**src/hdl/realign_pkg.sv**
```systemverilog
// shared widths, queue depth and record types for the realigning stream source, imported by all RTL
`default_nettype none

package realign_pkg;

  // datapath and address geometry
  localparam int unsigned DATA_WIDTH      = 32;                      // memory word and stream beat
  localparam int unsigned STRB_WIDTH      = DATA_WIDTH / 8;          // bytes per word
  localparam int unsigned ADDR_WIDTH      = 16;                      // byte address
  localparam int unsigned LEN_WIDTH       = 16;                      // job length in bytes
  localparam int unsigned OFFS_WIDTH      = $clog2(STRB_WIDTH);      // byte lane inside a word
  localparam int unsigned WORD_ADDR_WIDTH = ADDR_WIDTH - OFFS_WIDTH; // word address to memory
  localparam int unsigned SHIFT_WIDTH     = $clog2(DATA_WIDTH) + 1;  // bit shift, 0..DATA_WIDTH

  // queue depth, doubles as the cap on reads in flight
  localparam int unsigned QUEUE_DEPTH  = 4;
  localparam int unsigned CREDIT_WIDTH = $clog2(QUEUE_DEPTH + 1);

  // one job as handed in with start
  typedef struct packed {
    logic [ADDR_WIDTH-1:0] base;      // first byte
    logic [LEN_WIDTH-1:0]  len_bytes; // never zero
  } job_cfg_t;

  // record that travels with every word read
  typedef struct packed {
    logic [OFFS_WIDTH-1:0] offset;    // base mod 4
    logic                  first;     // first read of the job
    logic                  last;      // last read of the job
    logic                  emit;      // read closes an output beat
    logic                  flush;     // one more beat comes from the held word alone
    logic [STRB_WIDTH-1:0] tail_strb; // strobe of the final beat
  } side_info_t;

  typedef struct packed {
    logic [DATA_WIDTH-1:0] rdata;
  } mem_rsp_t;

  typedef struct packed {
    logic [DATA_WIDTH-1:0] data;
    logic [STRB_WIDTH-1:0] strb;
    logic                  last;
  } stream_beat_t;

endpackage

`default_nettype wire

```
**src/hdl/beat_queue.sv**
```systemverilog
// small circular FIFO with a payload type parameter, holds response words or side records
`default_nettype none
`timescale 1ns/1ps

module beat_queue #(
  parameter int unsigned DEPTH     = realign_pkg::QUEUE_DEPTH,
  parameter type         payload_t = realign_pkg::mem_rsp_t
) (
  input  wire logic clk_i,
  input  wire logic rst_ni,
  input  wire logic push_i,
  input  payload_t  data_i,
  input  wire logic pop_i,
  output payload_t  data_o,  // head entry, valid while not empty
  output logic      empty_o,
  output logic      full_o
);

  localparam int unsigned PTR_W = (DEPTH > 1) ? $clog2(DEPTH) : 1;
  localparam int unsigned CNT_W = $clog2(DEPTH + 1);

  payload_t         mem_q [DEPTH];
  logic [PTR_W-1:0] wr_ptr_q;
  logic [PTR_W-1:0] rd_ptr_q;
  logic [CNT_W-1:0] count_q;
  logic             do_push;
  logic             do_pop;

  assign empty_o = (count_q == '0);
  assign full_o  = (count_q == CNT_W'(DEPTH));
  assign do_pop  = pop_i & ~empty_o;
  assign do_push = push_i & (~full_o | do_pop); // a full queue takes a word when one leaves
  assign data_o  = mem_q[rd_ptr_q];

  always_ff @(posedge clk_i) begin
    if (do_push) mem_q[wr_ptr_q] <= data_i;
  end

  always_ff @(posedge clk_i or negedge rst_ni) begin
    if (!rst_ni) begin
      wr_ptr_q <= '0;
      rd_ptr_q <= '0;
      count_q  <= '0;
    end else begin
      if (do_push) begin
        wr_ptr_q <= (wr_ptr_q == PTR_W'(DEPTH - 1)) ? '0 : wr_ptr_q + PTR_W'(1); // wrap
      end
      if (do_pop) begin
        rd_ptr_q <= (rd_ptr_q == PTR_W'(DEPTH - 1)) ? '0 : rd_ptr_q + PTR_W'(1);
      end
      if (do_push & ~do_pop) begin
        count_q <= count_q + CNT_W'(1);
      end else if (do_pop & ~do_push) begin
        count_q <= count_q - CNT_W'(1);
      end
    end
  end

endmodule

`default_nettype wire

```
**src/hdl/source_ctrl.sv**
```systemverilog
// job controller, splits a byte job into word reads with side records and limits reads in flight
`default_nettype none
`timescale 1ns/1ps

module source_ctrl (
  input  wire logic                                   clk_i,
  input  wire logic                                   rst_ni,
  input  wire logic                                   start_i,
  input  wire realign_pkg::job_cfg_t                  cfg_i,
  output logic                                        mem_req_o,
  output logic [realign_pkg::WORD_ADDR_WIDTH-1:0]     mem_addr_o,
  input  wire logic                                   mem_gnt_i,
  output logic                                        side_push_o,
  output realign_pkg::side_info_t                     side_o,
  input  wire logic                                   pop_i,       // realigner consumed a word
  input  wire logic                                   last_beat_i, // final beat handed off
  output logic                                        busy_o,
  output logic                                        done_o
);
  import realign_pkg::*;

  logic                       req_active_q; // reads still to issue
  logic                       first_q;      // next read is the first
  logic                       busy_q;
  logic                       done_q;
  logic [CREDIT_WIDTH-1:0]    credit_q;     // reads granted but not yet popped
  logic [WORD_ADDR_WIDTH-1:0] addr_q;       // word counter
  logic [WORD_ADDR_WIDTH-1:0] last_word_q;  // word holding the final byte
  logic [OFFS_WIDTH-1:0]      offset_q;
  logic [STRB_WIDTH-1:0]      tail_strb_q;
  logic                       flush_job_q;  // reads equal beats, final beat from held word

  logic [LEN_WIDTH-1:0]  len_m1;
  logic [ADDR_WIDTH-1:0] end_addr;
  logic [OFFS_WIDTH-1:0] tail_rem;    // (len-1) mod 4
  logic [OFFS_WIDTH:0]   fit_sum;     // carry set when the tail spills into one more word
  logic [STRB_WIDTH-1:0] tail_strb_d;
  logic                  job_take;
  logic                  grant;
  logic                  at_last;

  assign job_take = start_i & ~busy_q; // jobs only accepted when idle
  assign len_m1   = cfg_i.len_bytes - LEN_WIDTH'(1);
  assign end_addr = cfg_i.base + ADDR_WIDTH'(len_m1);
  assign tail_rem = len_m1[OFFS_WIDTH-1:0];
  assign fit_sum  = {1'b0, cfg_i.base[OFFS_WIDTH-1:0]} + {1'b0, tail_rem};

  // low tail_rem+1 lanes valid on the final beat
  always_comb begin
    for (int i = 0; i < STRB_WIDTH; i++) begin
      tail_strb_d[i] = (i <= int'(tail_rem));
    end
  end

  // request only while a queue slot is guaranteed for the answer
  assign mem_req_o  = req_active_q & (credit_q < CREDIT_WIDTH'(QUEUE_DEPTH));
  assign mem_addr_o = addr_q;
  assign grant      = mem_req_o & mem_gnt_i;
  assign at_last    = (addr_q == last_word_q);

  // side record for the read in the request slot
  assign side_push_o      = grant;
  assign side_o.offset    = offset_q;
  assign side_o.first     = first_q;
  assign side_o.last      = at_last;
  assign side_o.emit      = ~(first_q & (offset_q != '0)); // misaligned first word is only stored
  assign side_o.flush     = at_last & flush_job_q;
  assign side_o.tail_strb = tail_strb_q;

  always_ff @(posedge clk_i or negedge rst_ni) begin
    if (!rst_ni) begin
      req_active_q <= 1'b0;
      first_q      <= 1'b0;
      busy_q       <= 1'b0;
      done_q       <= 1'b0;
    end else begin
      done_q <= last_beat_i; // one cycle after the last beat
      if (job_take) begin
        req_active_q <= 1'b1;
        first_q      <= 1'b1;
        busy_q       <= 1'b1;
      end else begin
        if (grant) begin
          first_q <= 1'b0;
          if (at_last) req_active_q <= 1'b0; // whole range issued
        end
        if (last_beat_i) busy_q <= 1'b0;
      end
    end
  end

  // in-flight count, up on grant and down on pop
  always_ff @(posedge clk_i or negedge rst_ni) begin
    if (!rst_ni) begin
      credit_q <= '0;
    end else begin
      case ({grant, pop_i})
        2'b10:   credit_q <= credit_q + CREDIT_WIDTH'(1);
        2'b01:   credit_q <= credit_q - CREDIT_WIDTH'(1);
        default: credit_q <= credit_q; // both or neither
      endcase
    end
  end

  // job range, latched at start
  always_ff @(posedge clk_i) begin
    if (job_take) begin
      addr_q      <= cfg_i.base[ADDR_WIDTH-1:OFFS_WIDTH];
      last_word_q <= end_addr[ADDR_WIDTH-1:OFFS_WIDTH];
      offset_q    <= cfg_i.base[OFFS_WIDTH-1:0];
      tail_strb_q <= tail_strb_d;
      // same as reads == ceil(len/4) for a nonzero offset
      flush_job_q <= (cfg_i.base[OFFS_WIDTH-1:0] != '0) & ~fit_sum[OFFS_WIDTH];
    end else if (grant & ~at_last) begin
      addr_q <= addr_q + WORD_ADDR_WIDTH'(1);
    end
  end

  assign busy_o = busy_q;
  assign done_o = done_q;

endmodule

`default_nettype wire

```
**src/hdl/stream_realigner.sv**
```systemverilog
// realigning datapath, merges consecutive words into aligned beats and appends the flush beat
`default_nettype none
`timescale 1ns/1ps

module stream_realigner (
  input  wire logic                      clk_i,
  input  wire logic                      rst_ni,
  input  wire logic                      rsp_empty_i,
  input  wire realign_pkg::mem_rsp_t     rsp_i,        // response queue head
  input  wire logic                      side_empty_i,
  input  wire realign_pkg::side_info_t   side_i,       // side queue head
  output logic                           pop_o,        // pops both queues together
  output logic                           out_valid_o,
  output realign_pkg::stream_beat_t      out_beat_o,
  input  wire logic                      out_ready_i,
  output logic                           last_beat_o
);
  import realign_pkg::*;

  logic [DATA_WIDTH-1:0] prev_q;       // word before the current one
  logic [OFFS_WIDTH-1:0] flush_offs_q; // offset for the pending flush beat
  logic [STRB_WIDTH-1:0] tail_strb_q;
  logic                  flush_pend_q; // flush beat owed after the last pop
  logic                  head_valid;
  logic                  head_last;    // head word closes the job's final beat

  // upper lanes of the held word land low, lower lanes of the new word land high
  function automatic logic [DATA_WIDTH-1:0] merge_words(
    input logic [DATA_WIDTH-1:0] held,
    input logic [DATA_WIDTH-1:0] cur,
    input logic [OFFS_WIDTH-1:0] offs
  );
    logic [SHIFT_WIDTH-1:0] shr;
    logic [SHIFT_WIDTH-1:0] shl;
    shr = SHIFT_WIDTH'(offs) << 3;            // 8 x offset
    shl = SHIFT_WIDTH'(DATA_WIDTH) - shr;     // 8 x (4 - offset)
    merge_words = (held >> shr) | (cur << shl);
  endfunction

  assign head_valid = ~rsp_empty_i & ~side_empty_i;
  assign head_last  = side_i.last & ~side_i.flush; // with flush the final beat comes later

  always_comb begin
    pop_o           = 1'b0;
    out_valid_o     = 1'b0;
    out_beat_o.data = '0;
    out_beat_o.strb = '1;
    out_beat_o.last = 1'b0;
    if (flush_pend_q) begin
      // tail bytes all sit in the held word
      out_valid_o     = 1'b1;
      out_beat_o.data = merge_words(prev_q, '0, flush_offs_q);
      out_beat_o.strb = tail_strb_q;
      out_beat_o.last = 1'b1;
    end else if (head_valid) begin
      if (!side_i.emit) begin
        pop_o = 1'b1; // store only, no beat
      end else begin
        out_valid_o = 1'b1;
        if (side_i.offset == '0) begin
          out_beat_o.data = rsp_i.rdata; // aligned, no rotation
        end else begin
          out_beat_o.data = merge_words(prev_q, rsp_i.rdata, side_i.offset);
        end
        out_beat_o.strb = head_last ? side_i.tail_strb : '1;
        out_beat_o.last = head_last;
        pop_o           = out_ready_i; // word leaves with its beat
      end
    end
  end

  assign last_beat_o = out_valid_o & out_ready_i & out_beat_o.last;

  // held word and flush parameters
  always_ff @(posedge clk_i) begin
    if (pop_o) prev_q <= rsp_i.rdata;
    if (pop_o & side_i.flush) begin
      flush_offs_q <= side_i.offset;
      tail_strb_q  <= side_i.tail_strb;
    end
  end

  always_ff @(posedge clk_i or negedge rst_ni) begin
    if (!rst_ni) begin
      flush_pend_q <= 1'b0;
    end else if (pop_o & side_i.flush) begin
      flush_pend_q <= 1'b1;           // beat shows up the next cycle
    end else if (flush_pend_q & out_ready_i) begin
      flush_pend_q <= 1'b0;           // flush beat handed off
    end
  end

endmodule

`default_nettype wire

```
**src/hdl/stream_source.sv**
```systemverilog
// top of the realigning stream source, joins controller, response and side queues and realigner
`default_nettype none
`timescale 1ns/1ps

module stream_source (
  input  wire logic                                 clk_i,
  input  wire logic                                 rst_ni,
  // job
  input  wire logic                                 start_i,
  input  wire realign_pkg::job_cfg_t                cfg_i,
  output logic                                      busy_o,
  output logic                                      done_o,
  // memory port
  output logic                                      mem_req_o,
  output logic [realign_pkg::WORD_ADDR_WIDTH-1:0]   mem_addr_o,
  input  wire logic                                 mem_gnt_i,
  input  wire logic                                 mem_rvalid_i,
  input  wire realign_pkg::mem_rsp_t                mem_rsp_i,
  // output stream
  output logic                                      out_valid_o,
  output realign_pkg::stream_beat_t                 out_beat_o,
  input  wire logic                                 out_ready_i
);
  import realign_pkg::*;

  logic       side_push;  // one record per granted read
  side_info_t side_in;
  side_info_t side_head;
  logic       side_empty;
  mem_rsp_t   rsp_head;
  logic       rsp_empty;
  logic       word_pop;   // realigner consumed head word and record
  logic       last_beat;

  source_ctrl source_ctrl_inst (
    .clk_i       (clk_i),
    .rst_ni      (rst_ni),
    .start_i     (start_i),
    .cfg_i       (cfg_i),
    .mem_req_o   (mem_req_o),
    .mem_addr_o  (mem_addr_o),
    .mem_gnt_i   (mem_gnt_i),
    .side_push_o (side_push),
    .side_o      (side_in),
    .pop_i       (word_pop),
    .last_beat_i (last_beat),
    .busy_o      (busy_o),
    .done_o      (done_o)
  );

  // responses cannot stall, credits keep this from filling past depth
  beat_queue #(.DEPTH(QUEUE_DEPTH), .payload_t(mem_rsp_t)) rsp_queue_inst (
    .clk_i   (clk_i),
    .rst_ni  (rst_ni),
    .push_i  (mem_rvalid_i),
    .data_i  (mem_rsp_i),
    .pop_i   (word_pop),
    .data_o  (rsp_head),
    .empty_o (rsp_empty),
    .full_o  ()
  );

  beat_queue #(.DEPTH(QUEUE_DEPTH), .payload_t(side_info_t)) side_queue_inst (
    .clk_i   (clk_i),
    .rst_ni  (rst_ni),
    .push_i  (side_push),
    .data_i  (side_in),
    .pop_i   (word_pop),
    .data_o  (side_head),
    .empty_o (side_empty),
    .full_o  ()
  );

  stream_realigner stream_realigner_inst (
    .clk_i        (clk_i),
    .rst_ni       (rst_ni),
    .rsp_empty_i  (rsp_empty),
    .rsp_i        (rsp_head),
    .side_empty_i (side_empty),
    .side_i       (side_head),
    .pop_o        (word_pop),
    .out_valid_o  (out_valid_o),
    .out_beat_o   (out_beat_o),
    .out_ready_i  (out_ready_i),
    .last_beat_o  (last_beat)
  );

endmodule

`default_nettype wire

```
**config.mk**
```make
export PLATFORM = sky130hd
export DESIGN_NAME = stream_source
export DESIGN_NICKNAME = d
export VERILOG_FILES = /design/src/hdl/realign_pkg.sv /design/src/hdl/beat_queue.sv /design/src/hdl/source_ctrl.sv /design/src/hdl/stream_realigner.sv /design/src/hdl/stream_source.sv
export SDC_FILE = /design/constraint.sdc
export NUM_CORES = 1
export LEC_CHECK = 0
export ABC_AREA = 1
export CAP_MARGIN = 10
export CORE_MARGIN = 1.5
export CORE_UTILIZATION = 55
export CTS_BUF_LIST = sky130_fd_sc_hd__clkbuf_2 sky130_fd_sc_hd__clkbuf_4 sky130_fd_sc_hd__clkbuf_8
export DETAILED_ROUTE_END_ITERATION = 7
export DONT_BUFFER_PORTS = 1
export PLACE_DENSITY = 0.7
export SLEW_MARGIN = 10
export SYNTH_ARGS = -nofsm -noshare
export SYNTH_HDL_FRONTEND = slang
export SYNTH_HIERARCHICAL = 1
export SYNTH_SLANG_ARGS = --single-unit
```
**constraint.sdc**
```tcl
create_clock -name clk_i -period 8.05 [get_ports clk_i]
set_clock_uncertainty 0.2 [all_clocks]
set_input_delay 2.415 -clock clk_i [delete_from_list [all_inputs] [get_ports clk_i]]
set_output_delay 2.415 -clock clk_i [all_outputs]
set_load 0.1 [all_outputs]
```
Word level (Yosys, flattened, before mapping)
Memory sizes are Yosys's and may differ from the RTL's.
Cells that the tools add are included.
{"block": "totals", "memories": 2, "in_bits": 70, "regBits": 94, "wordCells": 142, "mem_bits_rw": 164, "out_inout_bits": 55}
{"block": "classes", "mux": 35, "bitwise": 38, "magnitude_cmp": 4, "addsub": 16, "shifts": 4, "n_reduce_logical": 14, "eq_ne": 9}
{"memory": "rsp_queue_inst.mem_q", "words": 4, "width": 32, "read_ports": 1, "rd_ports_with_merged_regs": 0, "write_ports": 1, "line_no": "beat_queue.sv:22", "rtl": "payload_t mem_q [DEPTH];"}
{"memory": "side_queue_inst.mem_q", "words": 4, "width": 9, "read_ports": 1, "rd_ports_with_merged_regs": 0, "write_ports": 1, "line_no": "beat_queue.sv:22"}
{"cell": "$mux W37", "count": 3}
{"cell": "$or A32 B32 Y32", "count": 2}
{"cell": "$shr A32 B5 Y32", "count": 2}
{"cell": "$mux W32", "count": 1}
{"cell": "$shl A1 B6 Y32 const A", "count": 1}
{"cell": "$shl A32 B6 Y32", "count": 1}
{"cell": "$mux W14", "count": 2}
{"cell": "$and A1 B1 Y1", "count": 21}
{"cell": "$reduce_bool A2 Y1", "count": 10}
{"cell": "$mux W1", "count": 19}
{"cell": "$add A16 B16 Y16", "count": 1}
{"cell": "$sub A16 B1 Y16 const B", "count": 1}
{"cell": "$add A14 B1 Y14 const B", "count": 1}
{"cell": "$eq A14 B14 Y1", "count": 1}
{"cell": "$not A1 Y1", "count": 13}
{"cell": "$mux W3", "count": 4}
{"cell": "$sub A6 B5 Y6 const A", "count": 2}
{"cell": "$eq A2 B2 Y1 const B", "count": 5}
{"cell": "$add A3 B1 Y3 const B", "count": 3}
{"cell": "$sub A3 B1 Y3 const B", "count": 3}
{"cell": "$add A2 B1 Y2 const B", "count": 4}
{"cell": "$mux W2", "count": 4}
{"cell": "$eq A3 B3 Y1 const B", "count": 2}
{"cell": "$logic_not A3 Y1", "count": 2}
{"cell": "10 further kinds", "count": 12}

Longest topological paths before layout
{"block": "depth", "depth_word": 12, "depth_mapped": 19, "ltp_nobuf": 19}

Cells and area by module
Netlist, hierarchy kept.
{"module": "beat_queue (rsp_queue_inst)", "area_each_um2": 5471.5, "cells_per_inst": 433, "n_inst": 1, "seq_area_each_um2": 4018.9}
{"module": "stream_realigner", "area_each_um2": 3947.5, "cells_per_inst": 680, "n_inst": 1, "seq_area_each_um2": 1166.1}
{"module": "source_ctrl", "area_each_um2": 3353.2, "cells_per_inst": 471, "n_inst": 1, "seq_area_each_um2": 1196.1}
{"module": "beat_queue (side_queue_inst)", "area_each_um2": 2054.5, "cells_per_inst": 176, "n_inst": 1, "seq_area_each_um2": 1376.3}

Least setup slack after synthesis
OpenSTA, ideal clock, no wires.
{"block": "synth_path", "kind": "input-to-reg", "start": "in out_ready_i", "end": "mem rsp_queue_inst/mem_q[0][0] (netlist name) (enable)", "required_ps": 7429, "arrival_time_ps": 6962, "path_buffers": 0, "path_slack_ps": 467, "setup_ps": 421, "path_stages": 6, "cell_sequence": "nor2_1 > nor3_1 > inv_1 > nand3_1 > nand2_1 > nor2_1"}
{"block": "synth_via", "elab_chain_cells": 8}
{"item": "from (decl)", "line_no": "stream_source.sv:22", "rtl": "input wire logic out_ready_i"}
{"item": "$mux W1", "line_no": "stream_realigner.sv:56", "rtl": "if (!side_i.emit) begin"}
{"item": "$mux W1", "line_no": "stream_realigner.sv:55", "rtl": "end else if (head_valid) begin"}
{"item": "$mux W1", "line_no": "stream_realigner.sv:49", "rtl": "if (flush_pend_q) begin"}
{"item": "net word_pop", "line_no": "stream_source.sv:32", "rtl": "logic word_pop;"}
{"item": "$and A1 B1 Y1", "line_no": "beat_queue.sv:31", "rtl": "assign do_pop = pop_i & ~empty_o;"}
{"item": "$or A1 B1 Y1", "line_no": "beat_queue.sv:32", "rtl": "assign do_push = push_i & (~full_o | do_pop);"}
{"item": "$and A1 B1 Y1", "line_no": "beat_queue.sv:32"}
{"item": "$mux W1", "line_no": "beat_queue.sv:36", "rtl": "if (do_push) mem_q[wr_ptr_q] <= data_i;"}
{"item": "$mux W1 (not written as such)", "line_no": "beat_queue.sv:36"}
{"item": "to (decl)", "line_no": "beat_queue.sv:22"}
The timed path passes the listed nets, and every way through them passes these cells.

==> results by group <==
Outcome
  – Run status: complete, but fails checks
  – Failing checks: DRC

Clock network
  – Clk pin slew, worst setup/hold paths: 60 ps
  – CTS tree: done
  – Hold buffers post-CTS: 0
  – Worst-skew pair later-pin latency: 560 ps
  – TritonCTS Buffers: between 40 and 50
  – Post_cts resized: 0
  – Clock Root Buffer: clkbuf_8
  – H-tree levels: 2
  – Clock sinks: 258
  – Clock buffer depth: 3
  – Total setup buffers inserted after CTS: 0

Critical path
  – Startpoint Class: flip-flop
  – Worst endpoint required time: 5430 ps
  – Crit path buf inv count: 5
  – CP most frequent cell: nand2_1
  – Cells along the critical path: a21oi_1, o21ai_1, nand2_1, buf_4, inv_2, ha_1, inv_1, nand2_1, inv_1, nand3_1, nand2_1, nand2_1, buf_4
  – Crit Path Max Fanout: 39
  – Slowest library cell on the worst path: dfrtp_1
  – Critical path type: reg2out
  – Critical Path Source: side_queue_inst/rd_ptr_q[0]
  – Max stage delay on crit path: 1050 ps
  – CP top delay family: buffers and inverters
  – R2R Path Start: side_queue_inst/rd_ptr_q[0]
  – Crit end category: output pin
  – CP arrival: 4480 ps

Logic synthesis
  – Post-Synthesis Mean Instance Area: 8.394 um^2
  – Ys Warns: 6
  – Post-Synthesis Cells: 1746
  – Cell area after synthesis: 14660 um^2
  – Syn nets: 1854

Finish
  – Nets: 1880
  – Synth-to-layout area growth: 10.51%
  – Antenna Cells: 0
  – Layout Cells excl Fill: between 2000 and 2500
  – Finished Cell Area: 16200 um^2
  – Share of layout cells above drive strength 1: 0.09616

Route
  – Via density: 5.400
  – Routed WL: 35710 um
  – Via count: 11520
  – Routed len/inst: 16.73 um
  – DR DRC count: 7
  – Highest metal used: met4
  – Met2 wire length: 15570 um
  – Total length of routed met3 wires: 3502 um
  – DR iter-0 viols: 1182
  – Total iterations of the first detailed-routing run: 7
  – M1 wire length: ~16000 um
  – Detail Route Antenna Nets: 0

Timing
  – Final hold slack: 275.5 ps
  – RSZ-0062 raised after global routing: false
  – Final hold viol count: 0
  – Post-route clock period utilization: 0.8811
  – Slew HR: 0.2193
  – Final setup viols: 0
  – Min Tclk post-route: roughly 7000 ps
  – Slew Limit Fails: 0
  – Setup tns final: 0 ps
  – Fmax: 141.0 MHz
  – Worst Tran Pin Value: 1171 ps

Placed design
  – RD Place Congestion: between 0.9 and 1
  – Placed cell count: 2062
  – DP Wirelength: 24360 um
  – I/O Buffers: 0
  – Placed cell areas: 15290 um^2

Floorplanning
  – Num ports: 125
  – Die Height: 166.2 um
  – Full die area: 27640 um^2
  – Starting Density: 0.5609
  – Die width: 166.2 um
  – Cell Rows: approximately 60
  – Core Area: between 20000 and 30000 um^2

Global route
  – Antenna violations before repair: 0
  – Vias in the first global route: around 11000
  – First-pass GRT wire length: between 50000 and 60000 um
  – Largest net degree at the start of global routing: 132
  – Gr ovfl total: 0
  – Gr usage total: 0.2611

Run
  – Max-cap viol count: 0

Hold path
  – Worst min path class: reg2reg
  – Worst hold path startpoint: source_ctrl_inst/req_active_q
[metrics by stage]
step | utilization | setup slack [ps]
after floorplan | - | 467.3
after global placement | 0.5850 | 1722
after detailed placement | 0.5850 | 1604
after CTS | 0.6198 | 970.4
after global routing | 0.6198 | 626.1
final | 0.6198 | 957.2
[layer usage]
metal	global-route usage	up-vias
li1	-	5705
met1	0.3779	5318
met2	0.3944	446
met3	0.06459	54
met4	0.06917	0
met5	0	-
[worst paths after layout]
check / to / slack [ps] / depth (start not counted)
worst max-delay path: out_beat_o[14] / 960 / 13
worst min-delay path: source_ctrl_inst/req_active_q / 280 / 2
worst max register to register: rsp_queue_inst/mem_q[2][2] / 3630 / 12
worst min register to register: source_ctrl_inst/req_active_q / 280 / 2
max in group asynchronous: rsp_queue_inst/rd_ptr_q[0] / 6200 / 0
min in group asynchronous: source_ctrl_inst/busy_o / 1340 / 0
[placed cells by master (no fill, tap or decap), types with 4 or more instances in the layout]
master      n
a21oi_2     4
edfxtp_1  236
nor2_1     84
nand2_1   547
nand4_1     8
inv_2      11
o21ai_0    61
nand3_2     4
xor2_1     20
o211ai_1   49
o21ai_1    23
xnor2_1    10
buf_4      38
clkbuf_8   51
ha_1       35
clkbuf_4   11
nand3_1   141
buf_12     15
nor3_1      6
nor2_2     11
nand2_2     5
a21oi_1    95
dfrtp_1    20
inv_1     275
[sequential cells by signal (all words and copies together), names as in the netlist, 3 cells and up]
| signal | cells |
|---|---|
| rsp_queue_inst/count_q | 3 |
| rsp_queue_inst/mem_q | 128 |
| side_queue_inst/count_q | 3 |
| side_queue_inst/mem_q | 36 |
| source_ctrl_inst/credit_q | 3 |
| source_ctrl_inst/last_word_q | 14 |
| source_ctrl_inst/mem_addr_o | 14 |
| source_ctrl_inst/tail_strb_q | 3 |
| stream_realigner_inst/prev_q | 32 |
| stream_realigner_inst/tail_strb_q | 4 |
[tightest hold or removal path: stages (launching register included)]
cell and delay [ps]:
dfrtp_1 340, nand2_1 50, nand2_1 50
[area by class of cell]
class                      instances  area, um^2
inverter                         288        1084
fill                            2215        9936
timing repair buffer              53       585.6
clock buffer                      62       784.5
tap                              335       419.2
clock inverter                    10       123.9
sequential                       258        7642
multi-input combinational       1128        5558
Power is left out: the tool's default activity adds up to more than one toggle a clock period on the data nets, which glitch-free logic cannot reach.
